$ cat config.mk
export PLATFORM = sky130hd
export DESIGN_NAME = uparc_backend
export DESIGN_NICKNAME = d
export VERILOG_FILES = /design/src/logic/uparc_isa_pkg.sv /design/src/logic/uparc_pipe_pkg.sv /design/src/logic/uparc_ctrl_unit.sv /design/src/logic/uparc_exec.sv /design/src/logic/uparc_memacc.sv /design/src/logic/uparc_writeback.sv /design/src/logic/uparc_regfile.sv /design/src/logic/uparc_backend.sv
export VERILOG_INCLUDE_DIRS = /design/src /design/src/logic
export SDC_FILE = /design/constraint.sdc
export NUM_CORES = 2
export LEC_CHECK = 0
export ABC_CLOCK_PERIOD_IN_PS = 4320
export BUFFER_PORTS_ARGS = -buffer_cell sky130_fd_sc_hd__buf_2
export CAP_MARGIN = 40
export CORE_AREA = 10 10 564 676
export CTS_CLUSTER_DIAMETER = 50
export DETAILED_ROUTE_END_ITERATION = 12
export DIE_AREA = 0 0 574 686
export GPL_TIMING_DRIVEN = 1
export PLACE_DENSITY = 0.54
export SLEW_MARGIN = 25
export SYNTH_ARGS = -nofsm -noshare
export SYNTH_HDL_FRONTEND = slang
export SYNTH_SLANG_ARGS = --single-unit
$ cat constraint.sdc
create_clock -name clk -period 4.32 [get_ports clk]
set_input_delay 0.432 -clock clk [delete_from_list [all_inputs] [get_ports clk]]
set_output_delay 0.432 -clock clk [all_outputs]
set_load 0.02 [all_outputs]
$ cat src/logic/uparc_params.svh
// back end parameters
// register file geometry, data RAM size and wait-state field width

`ifndef UPARC_PARAMS_SVH
`define UPARC_PARAMS_SVH

// ~~~~~~~~~~~~~~~~~~~~~~~~~~~~~~~~~~~~~~~~
// register file
// ~~~~~~~~~~~~~~~~~~~~~~~~~~~~~~~~~~~~~~~~

// register value width
`define UPARC_REG_WIDTH 32
// register number width, 32 registers
`define UPARC_REGNO_WIDTH 5

// ~~~~~~~~~~~~~~~~~~~~~~~~~~~~~~~~~~~~~~~~
// memory access
// ~~~~~~~~~~~~~~~~~~~~~~~~~~~~~~~~~~~~~~~~

// data RAM words, 6 address bits
`define UPARC_DMEM_DEPTH 64
// extra cycles per access, 0 to 7
`define UPARC_WAIT_WIDTH 3

`endif

$ cat src/logic/uparc_isa_pkg.sv
// ISA types of the back end
// opcodes, register numbers and register values

`default_nettype none

`include "uparc_params.svh"

package uparc_isa_pkg;

  // decoded opcodes
  // three-register ALU group first, then immediate forms, then memory
  typedef enum logic [3:0] {
    NOP  = 4'd0,
    ADD  = 4'd1,
    SUB  = 4'd2,
    AND  = 4'd3,
    OR   = 4'd4,
    XOR  = 4'd5,
    SLT  = 4'd6,
    ADDI = 4'd7,
    LUI  = 4'd8,
    LW   = 4'd9,
    SW   = 4'd10
  } uparc_opcode_e;

  // register number, 0 is the zero register
  typedef logic [`UPARC_REGNO_WIDTH-1:0] uparc_regno_t;

  // register value
  typedef logic [`UPARC_REG_WIDTH-1:0] uparc_word_t;

endpackage

`default_nettype wire

$ cat src/logic/uparc_pipe_pkg.sv
// pipeline types of the back end
// memory stage FSM states and wait counter

`default_nettype none

`include "uparc_params.svh"

package uparc_pipe_pkg;

  // memory stage states
  // IDLE also covers zero-wait accesses
  typedef enum logic {
    IDLE = 1'b0,
    WAIT = 1'b1
  } uparc_mem_state_e;

  // wait-state count
  typedef logic [`UPARC_WAIT_WIDTH-1:0] uparc_wait_t;

endpackage

`default_nettype wire

$ cat src/logic/uparc_ctrl_unit.sv
// control unit
// wait-state register, RAW hazard detection and core stall

`default_nettype none

module uparc_ctrl_unit
  import uparc_isa_pkg::*;
  import uparc_pipe_pkg::*;
(
  input  wire           clk,
  input  wire           nrst,
  // configuration port
  input  wire           i_cfg_we,
  input  uparc_wait_t   i_cfg_wait,
  // stall sources
  input  wire           i_fetch_stall,
  input  wire           i_mem_stall,
  // presented instruction
  input  uparc_opcode_e i_opcode,
  input  uparc_regno_t  i_rs_no,
  input  uparc_regno_t  i_rt_no,
  // destinations in flight
  input  uparc_regno_t  i_ex_rd_no,
  input  uparc_regno_t  i_mem_rd_no,
  input  uparc_regno_t  i_wb_rd_no,
  output uparc_wait_t   o_wait,
  output logic          o_hazard,
  output logic          o_core_stall,
  output logic          o_stall
);

  logic uses_rs;
  logic uses_rt;
  logic rs_hit;
  logic rt_hit;

  // wait-state configuration
  always_ff @(posedge clk or negedge nrst)
  begin
    if (!nrst)
      o_wait <= '0;
    else if (i_cfg_we)
      o_wait <= i_cfg_wait;
  end

  // ~~~~~~~~~~~~~~~~~~~~~~~~~~~~~~~~~~~~~~~~
  // hazard detection
  // ~~~~~~~~~~~~~~~~~~~~~~~~~~~~~~~~~~~~~~~~

  // rs read by all but NOP and LUI
  assign uses_rs = (i_opcode != NOP) && (i_opcode != LUI);
  // rt read by ALU group and store data
  assign uses_rt = (i_opcode inside {ADD, SUB, AND, OR, XOR, SLT, SW});

  // r0 never hazards
  assign rs_hit = (i_rs_no != '0) &&
    ((i_rs_no == i_ex_rd_no) || (i_rs_no == i_mem_rd_no) || (i_rs_no == i_wb_rd_no));
  assign rt_hit = (i_rt_no != '0) &&
    ((i_rt_no == i_ex_rd_no) || (i_rt_no == i_mem_rd_no) || (i_rt_no == i_wb_rd_no));

  assign o_hazard = (uses_rs && rs_hit) || (uses_rt && rt_hit);

  // hazard kept out of the freeze, later stages must drain
  assign o_core_stall = i_fetch_stall || i_mem_stall;
  // issue held on either
  assign o_stall = o_core_stall || o_hazard;

endmodule

`default_nettype wire

$ cat src/logic/uparc_exec.sv
// execute stage
// ALU and address generation into the exec/mem boundary register

`default_nettype none

`include "uparc_params.svh"

module uparc_exec
  import uparc_isa_pkg::*;
(
  input  wire           clk,
  input  wire           nrst,
  // control
  input  wire           i_core_stall,
  input  wire           i_hazard,
  // decoded instruction
  input  uparc_opcode_e i_opcode,
  input  uparc_regno_t  i_rd_no,
  input  wire [15:0]    i_imm,
  // operands from register file
  input  uparc_word_t   i_rs_val,
  input  uparc_word_t   i_rt_val,
  // to memory access stage
  output uparc_opcode_e o_opcode,
  output uparc_regno_t  o_rd_no,
  output uparc_word_t   o_result,
  output uparc_word_t   o_store_val
);

  uparc_word_t  sext_imm;
  uparc_word_t  alu_res;
  uparc_regno_t dest_no;

  // sign-extended immediate
  assign sext_imm = {{(`UPARC_REG_WIDTH-16){i_imm[15]}}, i_imm};

  // ~~~~~~~~~~~~~~~~~~~~~~~~~~~~~~~~~~~~~~~~
  // ALU
  // ~~~~~~~~~~~~~~~~~~~~~~~~~~~~~~~~~~~~~~~~

  always_comb
  begin
    case (i_opcode)
      ADD:     alu_res = i_rs_val + i_rt_val;
      SUB:     alu_res = i_rs_val - i_rt_val;
      AND:     alu_res = i_rs_val & i_rt_val;
      OR:      alu_res = i_rs_val | i_rt_val;
      XOR:     alu_res = i_rs_val ^ i_rt_val;
      // signed compare, 0 or 1
      SLT:     alu_res = ($signed(i_rs_val) < $signed(i_rt_val)) ? 'd1 : 'd0;
      // ADDI result and LW/SW address share the adder
      ADDI,
      LW,
      SW:      alu_res = i_rs_val + sext_imm;
      LUI:     alu_res = {i_imm, {(`UPARC_REG_WIDTH-16){1'b0}}};
      default: alu_res = '0;
    endcase
  end

  // store and NOP retire into r0
  assign dest_no = ((i_opcode == SW) || (i_opcode == NOP)) ? '0 : i_rd_no;

  // ~~~~~~~~~~~~~~~~~~~~~~~~~~~~~~~~~~~~~~~~
  // exec/mem register
  // ~~~~~~~~~~~~~~~~~~~~~~~~~~~~~~~~~~~~~~~~

  always_ff @(posedge clk or negedge nrst)
  begin
    if (!nrst)
    begin
      o_opcode    <= NOP;
      o_rd_no     <= '0;
      o_result    <= '0;
      o_store_val <= '0;
    end
    else if (!i_core_stall)
    begin
      if (i_hazard)
      begin
        // bubble while the source is in flight
        o_opcode <= NOP;
        o_rd_no  <= '0;
      end
      else
      begin
        o_opcode    <= i_opcode;
        o_rd_no     <= dest_no;
        o_result    <= alu_res;
        o_store_val <= i_rt_val;
      end
    end
  end

endmodule

`default_nettype wire

$ cat src/logic/uparc_memacc.sv
// memory access stage
// local data RAM with programmable wait states, loads and stores

`default_nettype none

`include "uparc_params.svh"

module uparc_memacc
  import uparc_isa_pkg::*;
  import uparc_pipe_pkg::*;
(
  input  wire           clk,
  input  wire           nrst,
  // control
  input  wire           i_core_stall,
  input  uparc_wait_t   i_wait,
  // from execute stage
  input  uparc_opcode_e i_opcode,
  input  uparc_regno_t  i_rd_no,
  input  uparc_word_t   i_result,
  input  uparc_word_t   i_store_val,
  // status
  output logic          o_mem_stall,
  output logic          o_busy_store,
  // to writeback stage
  output uparc_regno_t  o_rd_no,
  output uparc_word_t   o_rd_val
);

  localparam int ADDR_W = $clog2(`UPARC_DMEM_DEPTH);

  uparc_word_t      dmem [`UPARC_DMEM_DEPTH];
  uparc_mem_state_e state;
  uparc_wait_t      wait_cnt;
  logic             is_mem;
  logic [ADDR_W-1:0] addr;

  assign is_mem = (i_opcode == LW) || (i_opcode == SW);
  // word address, upper result bits ignored
  assign addr = i_result[ADDR_W-1:0];

  // stall from first cycle of access until count runs out
  // new wait value sampled only when an access starts
  assign o_mem_stall = is_mem && ((state == IDLE) ? (i_wait != '0) : (wait_cnt != '0));

  // store not yet written while it sits at the stage input
  assign o_busy_store = (i_opcode == SW);

  // ~~~~~~~~~~~~~~~~~~~~~~~~~~~~~~~~~~~~~~~~
  // wait-state FSM
  // ~~~~~~~~~~~~~~~~~~~~~~~~~~~~~~~~~~~~~~~~

  always_ff @(posedge clk or negedge nrst)
  begin
    if (!nrst)
    begin
      state    <= IDLE;
      wait_cnt <= '0;
    end
    else
    begin
      case (state)
        IDLE:
          if (is_mem && (i_wait != '0))
          begin
            state    <= WAIT;
            // first wait cycle is this one
            wait_cnt <= i_wait - 1'b1;
          end
        WAIT:
          if (wait_cnt != '0)
            wait_cnt <= wait_cnt - 1'b1;
          else if (!i_core_stall)
            state <= IDLE;
        default:
          state <= IDLE;
      endcase
    end
  end

  // ~~~~~~~~~~~~~~~~~~~~~~~~~~~~~~~~~~~~~~~~
  // data RAM and mem/wb register
  // ~~~~~~~~~~~~~~~~~~~~~~~~~~~~~~~~~~~~~~~~

  // unstalled edge means the access completes now
  always_ff @(posedge clk)
  begin
    if (!i_core_stall && (i_opcode == SW))
      dmem[addr] <= i_store_val;
  end

  always_ff @(posedge clk or negedge nrst)
  begin
    if (!nrst)
    begin
      o_rd_no  <= '0;
      o_rd_val <= '0;
    end
    else if (!i_core_stall)
    begin
      o_rd_no  <= i_rd_no;
      // loads take RAM word, rest pass ALU result
      o_rd_val <= (i_opcode == LW) ? dmem[addr] : i_result;
    end
  end

endmodule

`default_nettype wire

$ cat src/logic/uparc_writeback.sv
// writeback stage
// result register for the register file, frozen on stall, squashed on nullify

`default_nettype none

module uparc_writeback
  import uparc_isa_pkg::*;
(
  input  wire          clk,
  input  wire          nrst,
  // control
  input  wire          i_core_stall,
  input  wire          i_nullify,
  // from memory access stage
  input  uparc_regno_t i_rd_no,
  input  uparc_word_t  i_rd_val,
  // to register file
  output uparc_regno_t o_rd_no,
  output uparc_word_t  o_rd_val
);

  always_ff @(posedge clk or negedge nrst)
  begin
    if (!nrst)
    begin
      o_rd_no  <= '0;
      o_rd_val <= '0;
    end
    else if (!i_core_stall)
    begin
      // nullified result lands in r0
      o_rd_no  <= i_nullify ? '0 : i_rd_no;
      o_rd_val <= i_rd_val;
    end
  end

endmodule

`default_nettype wire

$ cat src/logic/uparc_regfile.sv
// register file
// 32 registers, two operand reads, one debug read, one write, r0 fixed at zero

`default_nettype none

`include "uparc_params.svh"

module uparc_regfile
  import uparc_isa_pkg::*;
(
  input  wire          clk,
  input  wire          nrst,
  // read ports
  input  uparc_regno_t i_rs_no,
  input  uparc_regno_t i_rt_no,
  input  uparc_regno_t i_dbg_no,
  // write port
  input  uparc_regno_t i_wr_no,
  input  uparc_word_t  i_wr_val,
  output uparc_word_t  o_rs_val,
  output uparc_word_t  o_rt_val,
  output uparc_word_t  o_dbg_val
);

  localparam int NREG = 2 ** `UPARC_REGNO_WIDTH;

  // no storage for r0
  uparc_word_t regs [1:NREG-1];

  always_ff @(posedge clk or negedge nrst)
  begin
    if (!nrst)
    begin
      for (int i = 1; i < NREG; i++)
        regs[i] <= '0;
    end
    else if (i_wr_no != '0)
      regs[i_wr_no] <= i_wr_val;
  end

  // combinational reads
  // written value visible after the edge
  assign o_rs_val  = (i_rs_no == '0) ? '0 : regs[i_rs_no];
  assign o_rt_val  = (i_rt_no == '0) ? '0 : regs[i_rt_no];
  assign o_dbg_val = (i_dbg_no == '0) ? '0 : regs[i_dbg_no];

endmodule

`default_nettype wire

$ cat src/logic/uparc_backend.sv
// CPU back end top level
// control unit, execute, memory access, writeback and register file

`default_nettype none

module uparc_backend
  import uparc_isa_pkg::*;
  import uparc_pipe_pkg::*;
(
  input  wire           clk,
  input  wire           nrst,
  // issue port
  input  uparc_opcode_e i_opcode,
  input  uparc_regno_t  i_rs_no,
  input  uparc_regno_t  i_rt_no,
  input  uparc_regno_t  i_rd_no,
  input  wire [15:0]    i_imm,
  // pipeline control
  input  wire           i_fetch_stall,
  input  wire           i_nullify,
  // configuration port
  input  wire           i_cfg_we,
  input  uparc_wait_t   i_cfg_wait,
  // debug read
  input  uparc_regno_t  i_dbg_no,
  output logic          o_stall,
  output logic          o_busy,
  output uparc_regno_t  o_wb_rd_no,
  output uparc_word_t   o_wb_rd_val,
  output uparc_word_t   o_dbg_val
);

  // control
  uparc_wait_t   cfg_wait;
  logic          hazard;
  logic          core_stall;
  logic          mem_stall;
  logic          busy_store;
  // operands
  uparc_word_t   rs_val;
  uparc_word_t   rt_val;
  // exec/mem boundary
  uparc_opcode_e ex_opcode;
  uparc_regno_t  ex_rd_no;
  uparc_word_t   ex_result;
  uparc_word_t   ex_store_val;
  // mem/wb boundary
  uparc_regno_t  mem_rd_no;
  uparc_word_t   mem_rd_val;

  // any live destination or pending store
  assign o_busy = (ex_rd_no != '0) || (mem_rd_no != '0) || (o_wb_rd_no != '0) ||
    busy_store;

  // ~~~~~~~~~~~~~~~~~~~~~~~~~~~~~~~~~~~~~~~~
  // control unit and stages
  // ~~~~~~~~~~~~~~~~~~~~~~~~~~~~~~~~~~~~~~~~

  uparc_ctrl_unit ctrl_unit_i (
    .clk(clk), .nrst(nrst),
    .i_cfg_we(i_cfg_we), .i_cfg_wait(i_cfg_wait),
    .i_fetch_stall(i_fetch_stall), .i_mem_stall(mem_stall),
    .i_opcode(i_opcode), .i_rs_no(i_rs_no), .i_rt_no(i_rt_no),
    .i_ex_rd_no(ex_rd_no), .i_mem_rd_no(mem_rd_no), .i_wb_rd_no(o_wb_rd_no),
    .o_wait(cfg_wait), .o_hazard(hazard), .o_core_stall(core_stall), .o_stall(o_stall)
  );

  uparc_exec exec_i (
    .clk(clk), .nrst(nrst),
    .i_core_stall(core_stall), .i_hazard(hazard),
    .i_opcode(i_opcode), .i_rd_no(i_rd_no), .i_imm(i_imm),
    .i_rs_val(rs_val), .i_rt_val(rt_val),
    .o_opcode(ex_opcode), .o_rd_no(ex_rd_no),
    .o_result(ex_result), .o_store_val(ex_store_val)
  );

  uparc_memacc memacc_i (
    .clk(clk), .nrst(nrst),
    .i_core_stall(core_stall), .i_wait(cfg_wait),
    .i_opcode(ex_opcode), .i_rd_no(ex_rd_no),
    .i_result(ex_result), .i_store_val(ex_store_val),
    .o_mem_stall(mem_stall), .o_busy_store(busy_store),
    .o_rd_no(mem_rd_no), .o_rd_val(mem_rd_val)
  );

  uparc_writeback writeback_i (
    .clk(clk), .nrst(nrst),
    .i_core_stall(core_stall), .i_nullify(i_nullify),
    .i_rd_no(mem_rd_no), .i_rd_val(mem_rd_val),
    .o_rd_no(o_wb_rd_no), .o_rd_val(o_wb_rd_val)
  );

  uparc_regfile regfile_i (
    .clk(clk), .nrst(nrst),
    .i_rs_no(i_rs_no), .i_rt_no(i_rt_no), .i_dbg_no(i_dbg_no),
    .i_wr_no(o_wb_rd_no), .i_wr_val(o_wb_rd_val),
    .o_rs_val(rs_val), .o_rt_val(rt_val), .o_dbg_val(o_dbg_val)
  );

endmodule

`default_nettype wire

# Yosys cells after proc, flatten, opt, wreduce, memory -nomap -nowiden
# Memory sizes are Yosys's and may differ from the RTL's.
# Index checks and enable logic that the tools add are counted.
dict set report word_totals {
  input_bits 48
  register_bits 1146
  out_inout_bits 71
  elab_cells 155
  memories 1
  ramBits 2048
}
dict set report op_classes {
  n_addsub 5
  mux 32
  n_lt_le_gt_ge 6
  n_reduce_logical 38
  eq_ne 21
  bitwise_logic 10
}
# memory words word_bits read_ports rd_clocked_by_memory_dff wr line
set memory_table {}
lappend memory_table {memacc_i.dmem 64 32 1 0 1 uparc_memacc.sv:32} ;# uparc_word_t dmem [`UPARC_DMEM_DEPTH];
# op n
set ops {}
lappend ops {{bitwise mux 992 bit} 1}
lappend ops {{binary-select mux 32 bit (select 5 bit)} 3}
lappend ops {{two-way mux 32 bit} 11}
lappend ops {{one-hot mux 32 bit (8 select lines)} 1}
lappend ops {{demux 32 bit (select 5 bit)} 1}
lappend ops {{adder 32 bit} 2}
lappend ops {{bitwise AND 32 bit} 1}
lappend ops {{< comparator 32 bit} 1}
lappend ops {{bitwise OR 32 bit} 1}
lappend ops {{subtractor 32 bit} 1}
lappend ops {{bitwise XOR 32 bit} 1}
lappend ops {{equality test 5 bit} 6}
lappend ops {{nonzero test 5 bit} 5}
lappend ops {{>= comparator 6 bit, second input constant} 4}
lappend ops {{NOT 5 -> 6 bit} 4}
lappend ops {{equality test 4 bit, second input constant} 5}
lappend ops {{equality test 4 x 3 -> 1 bit, second input constant} 4}
lappend ops {{zero test 5 bit} 3}
lappend ops {{two-way mux 5 bit} 3}
lappend ops {{logical OR 1 bit} 12}
lappend ops {{logical AND 1 bit} 9}
lappend ops {{equality test 4 x 2 -> 1 bit, second input constant} 2}
lappend ops {{two-way mux 1 bit} 7}
lappend ops {{nonzero test 7 bit} 1}
lappend ops {{other kinds (16)} 23}

# Depth between registers and ports, before layout
dict set report logic_depth {
  depth_word 8
  depth_mapped 21
  mapped_depth_nobuf 18
}

# Modules after synthesis
# A second synthesis with hierarchy kept.
dict set report unflattened {
  cells_unflattened 10126
  hier_area_um2 153079.3
}
# mod seq_area_each_um2 n_inst area_per_inst_um2 cells_each
set modules_own_cells {}
lappend modules_own_cells {uparc_memacc 62525.0 1 81082.8 4424}
lappend modules_own_cells {uparc_regfile 24823.8 1 61452.7 4475}
lappend modules_own_cells {uparc_exec 1826.8 1 8434.3 1070}
lappend modules_own_cells {uparc_writeback 925.9 1 1554.0 88}
lappend modules_own_cells {uparc_ctrl_unit 75.1 1 524.3 64}
lappend modules_own_cells {uparc_backend 0.0 1 31.3 5}

# Least setup slack after synthesis
# No wires, ideal clock.
dict set report synth_timing {
  kind {input -> register}
  startpoint {in i_rs_no[1]}
  endpoint {reg exec_i.o_result[30]}
  setup_time_ns 0.126
  required_time_ns 4.194
  slack_ns -0.979
  cell_stages 20
  path_buffers 5
  arrival_time_ns 5.173
  cell_sequence {buf_2 -> buf_2 -> buf_2 -> buf_2 -> buf_1 -> mux4_2 -> mux4_2 -> mux2i_1 -> ha_1 -> inv_1 -> fa_1 -> nor2b_1 -> o21a_1 -> o311a_1 -> nor4_4 -> a211oi_4 -> o21ai_2 -> o31ai_4 -> mux2i_1 -> a221o_1}
}
dict set report synth_via {
  elab_chain_cells 8
  elab_cells_between_ends 24
  classes_between {3 x add/sub; 3 x eq/ne; 5 x mux; 5 x bitwise; 8 x reduce/logical}
}
# item line
set synth_rtl {}
lappend synth_rtl {{from (decl)} uparc_backend.sv:14} ;# input uparc_regno_t i_rs_no,
lappend synth_rtl {{branches (longest 8 deep; another with adder 32 bit)} -}
lappend synth_rtl {{to (signal assigned)} uparc_exec.sv:88} ;# o_result <= alu_res;
lappend synth_rtl {{to (decl)} uparc_exec.sv:26} ;# output uparc_word_t o_result,
# Parallel ways; which one is timed is not known. The select of a mux whose other input is x is not followed.
# A chain may end at the register's enable or synchronous reset.

# Worst setup path after layout
dict set report layout_timing {
  startpoint {reg regfile_i.regs[416] in the netlist's numbering}
  endpoint {reg exec_i.o_result[26]}
}
dict set report layout_via {
  elab_chain_cells 6
  elab_cells_between_ends 12
  classes_between {3 x add/sub; 9 x mux}
}
# item line
set layout_rtl {}
lappend layout_rtl {{from (decl)} uparc_regfile.sv:28} ;# uparc_word_t regs [1:NREG-1];
lappend layout_rtl {{from (signal, indexed assignment)} uparc_regfile.sv:38} ;# regs[i_wr_no] <= i_wr_val;
lappend layout_rtl {{binary-select mux 32 bit (select 5 bit) (on tied branches)} {uparc_regfile.sv:43, uparc_regfile.sv:44}}
lappend layout_rtl {{two-way mux 32 bit (on tied branches) (3 in series)} {uparc_regfile.sv:43, uparc_regfile.sv:44}}
lappend layout_rtl {{adder 32 bit (tied with other cells)} uparc_exec.sv:54} ;# SW: alu_res = i_rs_val + sext_imm;
lappend layout_rtl {{one-hot mux 32 bit (8 select lines) (*)} uparc_exec.sv:43} ;# case (i_opcode)
# Mark *: on every way between the ends. The rest lies on a longest branch, timed or not. The select of a mux whose other input is x is not followed.

==> impl_metrics.toml <==
[die]
die_w_um = 574
die-area_um2 = 394000
initial_core_util_pct = 39.8
num_rows = 244
die_y_um = 686
core_um2 = 368000
io_pins = 119

[placed_design]
dpl.hpwl_mm = 345
place_area_um2 = 163000
place_congestion = 0.933
portBuffers = 118

[worst_setup_path]
r2r-end = "exec_i.o_result[26]"
cp.required_ns = 5.12
path_class = "flip-flop to flip-flop"
worstSetupStartpointType = "flip-flop"
crit_path_end_kind = "flip-flop"
crit_arrival_ns = 5.24
ff2ff_path_depth = 19
worstSetupEndpoint = "exec_i.o_result[26]"
rrSetupSlack_ns = -0.12
timing.rr.start = "regfile_i.regs[416]"
cp_max_fo = 3
critPathLaunch = "regfile_i.regs[416]"

[cts]
path_clk_slew_ns = 0.06
cts_tree = "done"
clock-root-buffer = "clkbuf_16"
htree_levels = 5
insertion_delay_ns = 1.00
clk_path_buf_depth = 4
cts_sinks = 3194
numCtsBuffers = 376

[synthesis]
synth_edf_count = 2048
synth_top_area_share_pct = 42.0
synth_ff_type = "edfxtp_1"
syn_area_um2 = 146000
async_flop_share_pct = 35.9
seq_area_frac_synth_pct = 61.6
ys_ff_latch = 3194
avgSynthCellArea_um2 = 16.3
yosysUniqueCellTypes = 90
yosysWarnings = 0
yosys.area.top_type = "edfxtp_1"
synthCells = 8979
synth_nets = 9157
synth.top_cells.by_area = "edfxtp_1 (42%), dfrtp_1 (20%), mux4_2 (13%)"

[power]
switching_share_pct = 33.8
cellInternalPower_mw = 68.4
seqPwrFrac_pct = 38.8
p_per_area_nw_per_um2 = 583
comb_power_share_pct = 30.7
p_leak_nw = 68.5
ir_drop_mv = 0.404
power_switching_mw = 35.0
p_clk_share_pct = 30.6

[detailed_routing]
num_vias = 95853
drtAntennaViolNets = 0
firstDrtPassIters = 8
wirelength_mm = 538
routed_via_density = 6.27
drc_errors = 0
drtIter0Drc = 10638
dr.max_layer_used = "met5"
met1Wirelength_mm = 208
met2WireLength_mm = 257
met3_length_mm = 40.3
wire_per_inst_um = 35.2

[timing]
slew_viol_final = 0
max_freq_ghz = 0.225
whs_ns = 0.101
worstMarginPinSlew_ns = 0.981
worst_slack_ns = -0.118
rsz0062_at_grt = "true"
finalCritPeriodShare_pct = 103
setup_viol = 11
slew_headroom_pct = 34.4
min_period_ns = 4.44
fin_skew_ns = 0.0782
hold_viol = 0

[cells_and_area]
nNetsFinal = 10217
syn_to_final_growth_pct = 21.1
fillCellCount = 31249
layout-drive-gt1-share_pct = 41.8
fin_area_um2 = 177000
post-route-util_pct = 48.2

[global_route]
grt_pass1_vias = 97373
grt_pass1_wl_mm = 758
grt_max_degree = 103
antenna_found_initial = 32
gr-total-overflow = 0
grtUsageTotal_pct = 26.5

[run_status]
status = "complete, but fails checks"
violations = "setup timing"

[worst_hold_path]
hp-class = "input port to flip-flop"

[job]
maxCapViolCount = 0
==> per-stage QoR <==
stage / power (mW) / TNS (ns) / instances / setup slack, ns
floorplan: 55.1 / -1.99 / 8979 / -0.244
global placement: 69.6 / -33.46 / 14502 / -1.53
detailed placement: 70.2 / -32.10 / 14519 / -1.47
CTS: 103 / -0.368 / 15251 / -0.119
global route: 107 / -2.72 / 15289 / -0.247
finish: 103 / -0.462 / 15294 / -0.118
==> worst min-delay path by stage <==
stage	startpoint	to	slack, ns	depth (start not counted)
after floorplan	nrst	ctrl_unit_i.o_wait[0]	0.14	0
after global routing	i_opcode[2]	exec_i.o_opcode[2]	0.11	4
after detailed placement	memacc_i.o_rd_val[30]	memacc_i.o_rd_val[30]	0.47	2
final	i_opcode[2]	exec_i.o_opcode[2]	0.10	4
after global placement	memacc_i.o_rd_val[30]	memacc_i.o_rd_val[30]	0.46	2
after CTS	i_imm[13]	exec_i.o_result[29]	0.03	5
==> flip-flops by register name, summed over array words and instances (netlist names) <==
register and count:
ctrl_unit_i.o_wait 3, exec_i.o_opcode 4, exec_i.o_rd_no 5, exec_i.o_result 32
exec_i.o_store_val 32, memacc_i.dmem 2048, memacc_i.o_rd_no 5, memacc_i.o_rd_val 32
memacc_i.state 1, memacc_i.wait_cnt 3, regfile_i.regs 992, writeback_i.o_rd_no 5
writeback_i.o_rd_val 32
==> Yosys cell counts, types with 110 or more instances <==
cell,instances
a21oi_1,128
a221oi_1,198
a22o_1,240
a22oi_1,610
buf_1,210
buf_2,193
clkbuf_1,370
dfrtp_1,1146
edfxtp_1,2048
ha_1,128
mux2_2,1133
mux2i_1,110
mux4_2,859
nand2_1,276
nand4_1,121
nor2_1,186
o21ai_0,228
==> logic make-up (layout without fill, tap and decap cells) <==
| logic type | count (synthesis) | in the layout | synth area share [%] |
|---|---|---|---|
| adders and majority gates | 130 | 130 | 1.12 |
| other | 0 | 18 | 0 |
| AOI/OAI and AO/OA | 1795 | 1795 | 9.04 |
| xor gates and xnor gates | 65 | 65 | 0.389 |
| and+or+nand+nor | 808 | 808 | 2.66 |
| muxes | 2104 | 2104 | 22.7 |
| DFF | 3194 | 3194 | 61.6 |
| buffers and inverters | 883 | 2260 | 2.44 |
==> power groups by stage <==
stage	Combinational [mW]	Sequential (mW)	Clock, mW
6_report	31.7	40.1	31.6
5_1_grt	33.1	40.3	33.3
4_1_cts	30.7	40.1	32.0
3_5_place_dp	29.6	40.6	0
3_3_place_gp	29.1	40.5	0
2_1_floorplan	15.4	39.7	0
==> area by class of cell <==
cell class	count	area, µm²	share of cell area (%)
repair buffers	1458	13700	7.73
well taps	4920	6160	3.47
flip-flops and latches	3194	90200	50.9
diodes	18	45.0	0.0254
inverters	107	407	0.230
clock inverters	248	2370	1.34
multi-input cells	4902	54400	30.7
clock buffers	447	9900	5.59
==> critical path, cell delays in order (launching register included) <==
cell,delay (ns)
dfrtp_1,0.40
mux4_2,0.47
mux4_2,0.50
mux2i_2,0.20
buf_6,0.17
buf_6,0.12
ha_4,0.13
inv_2,0.04
fa_2,0.35
nor2b_4,0.14
o21a_4,0.22
o311a_4,0.37
nor4_4,0.15
buf_4,0.17
a211oi_4,0.07
o21ai_4,0.26
buf_6,0.14
o211ai_1,0.08
a21oi_1,0.20
o21ai_1,0.08
==> per-layer routing <==
metal  vias up  track usage [%]
met5         -                0
met4        14             13.2
met3      1137             4.38
met2      4611             43.2
met1     51174             34.3
li1      38917                -
==> cell usage in the layout (no fill, tap or decap), types with 25 or more instances in the layout <==
cell	synthesis	final
inv_1	104	100
a221oi_1	198	190
a222oi_1	42	42
clkinv_2	0	60
clkinv_1	0	51
edfxtp_1	2048	2048
a22o_1	240	240
ha_1	128	112
mux4_2	859	859
buf_4	1	1085
mux2i_1	110	88
a22oi_1	610	610
o211ai_1	32	32
nand3_1	58	54
dfrtp_2	0	35
o21ai_1	22	44
nor2_1	186	100
inv_6	0	36
nand4_1	121	121
nor3_1	38	32
buf_6	2	28
clkbuf_16	0	380
nand2_1	276	262
a31oi_1	98	95
buf_12	0	198
a21oi_1	128	110
mux2_2	1133	1132
clkbuf_1	370	53
o21ai_0	228	198
clkinvlp_4	0	33
bufinv_16	0	25
xnor2_1	43	41
buf_2	193	104
dfrtp_1	1146	1108
nor2_4	0	81
==> timing repair <==
action	4_1_cts	5_1_grt
pin swaps	49	47
cloned	0	0
setup endpoints to repair	27	25
gates resized for setup	126	79
hold buffers	16	1
setup buffers	23	12
hold endpoints to repair	75	18
Note: power is estimated with default switching activity, not from simulation.
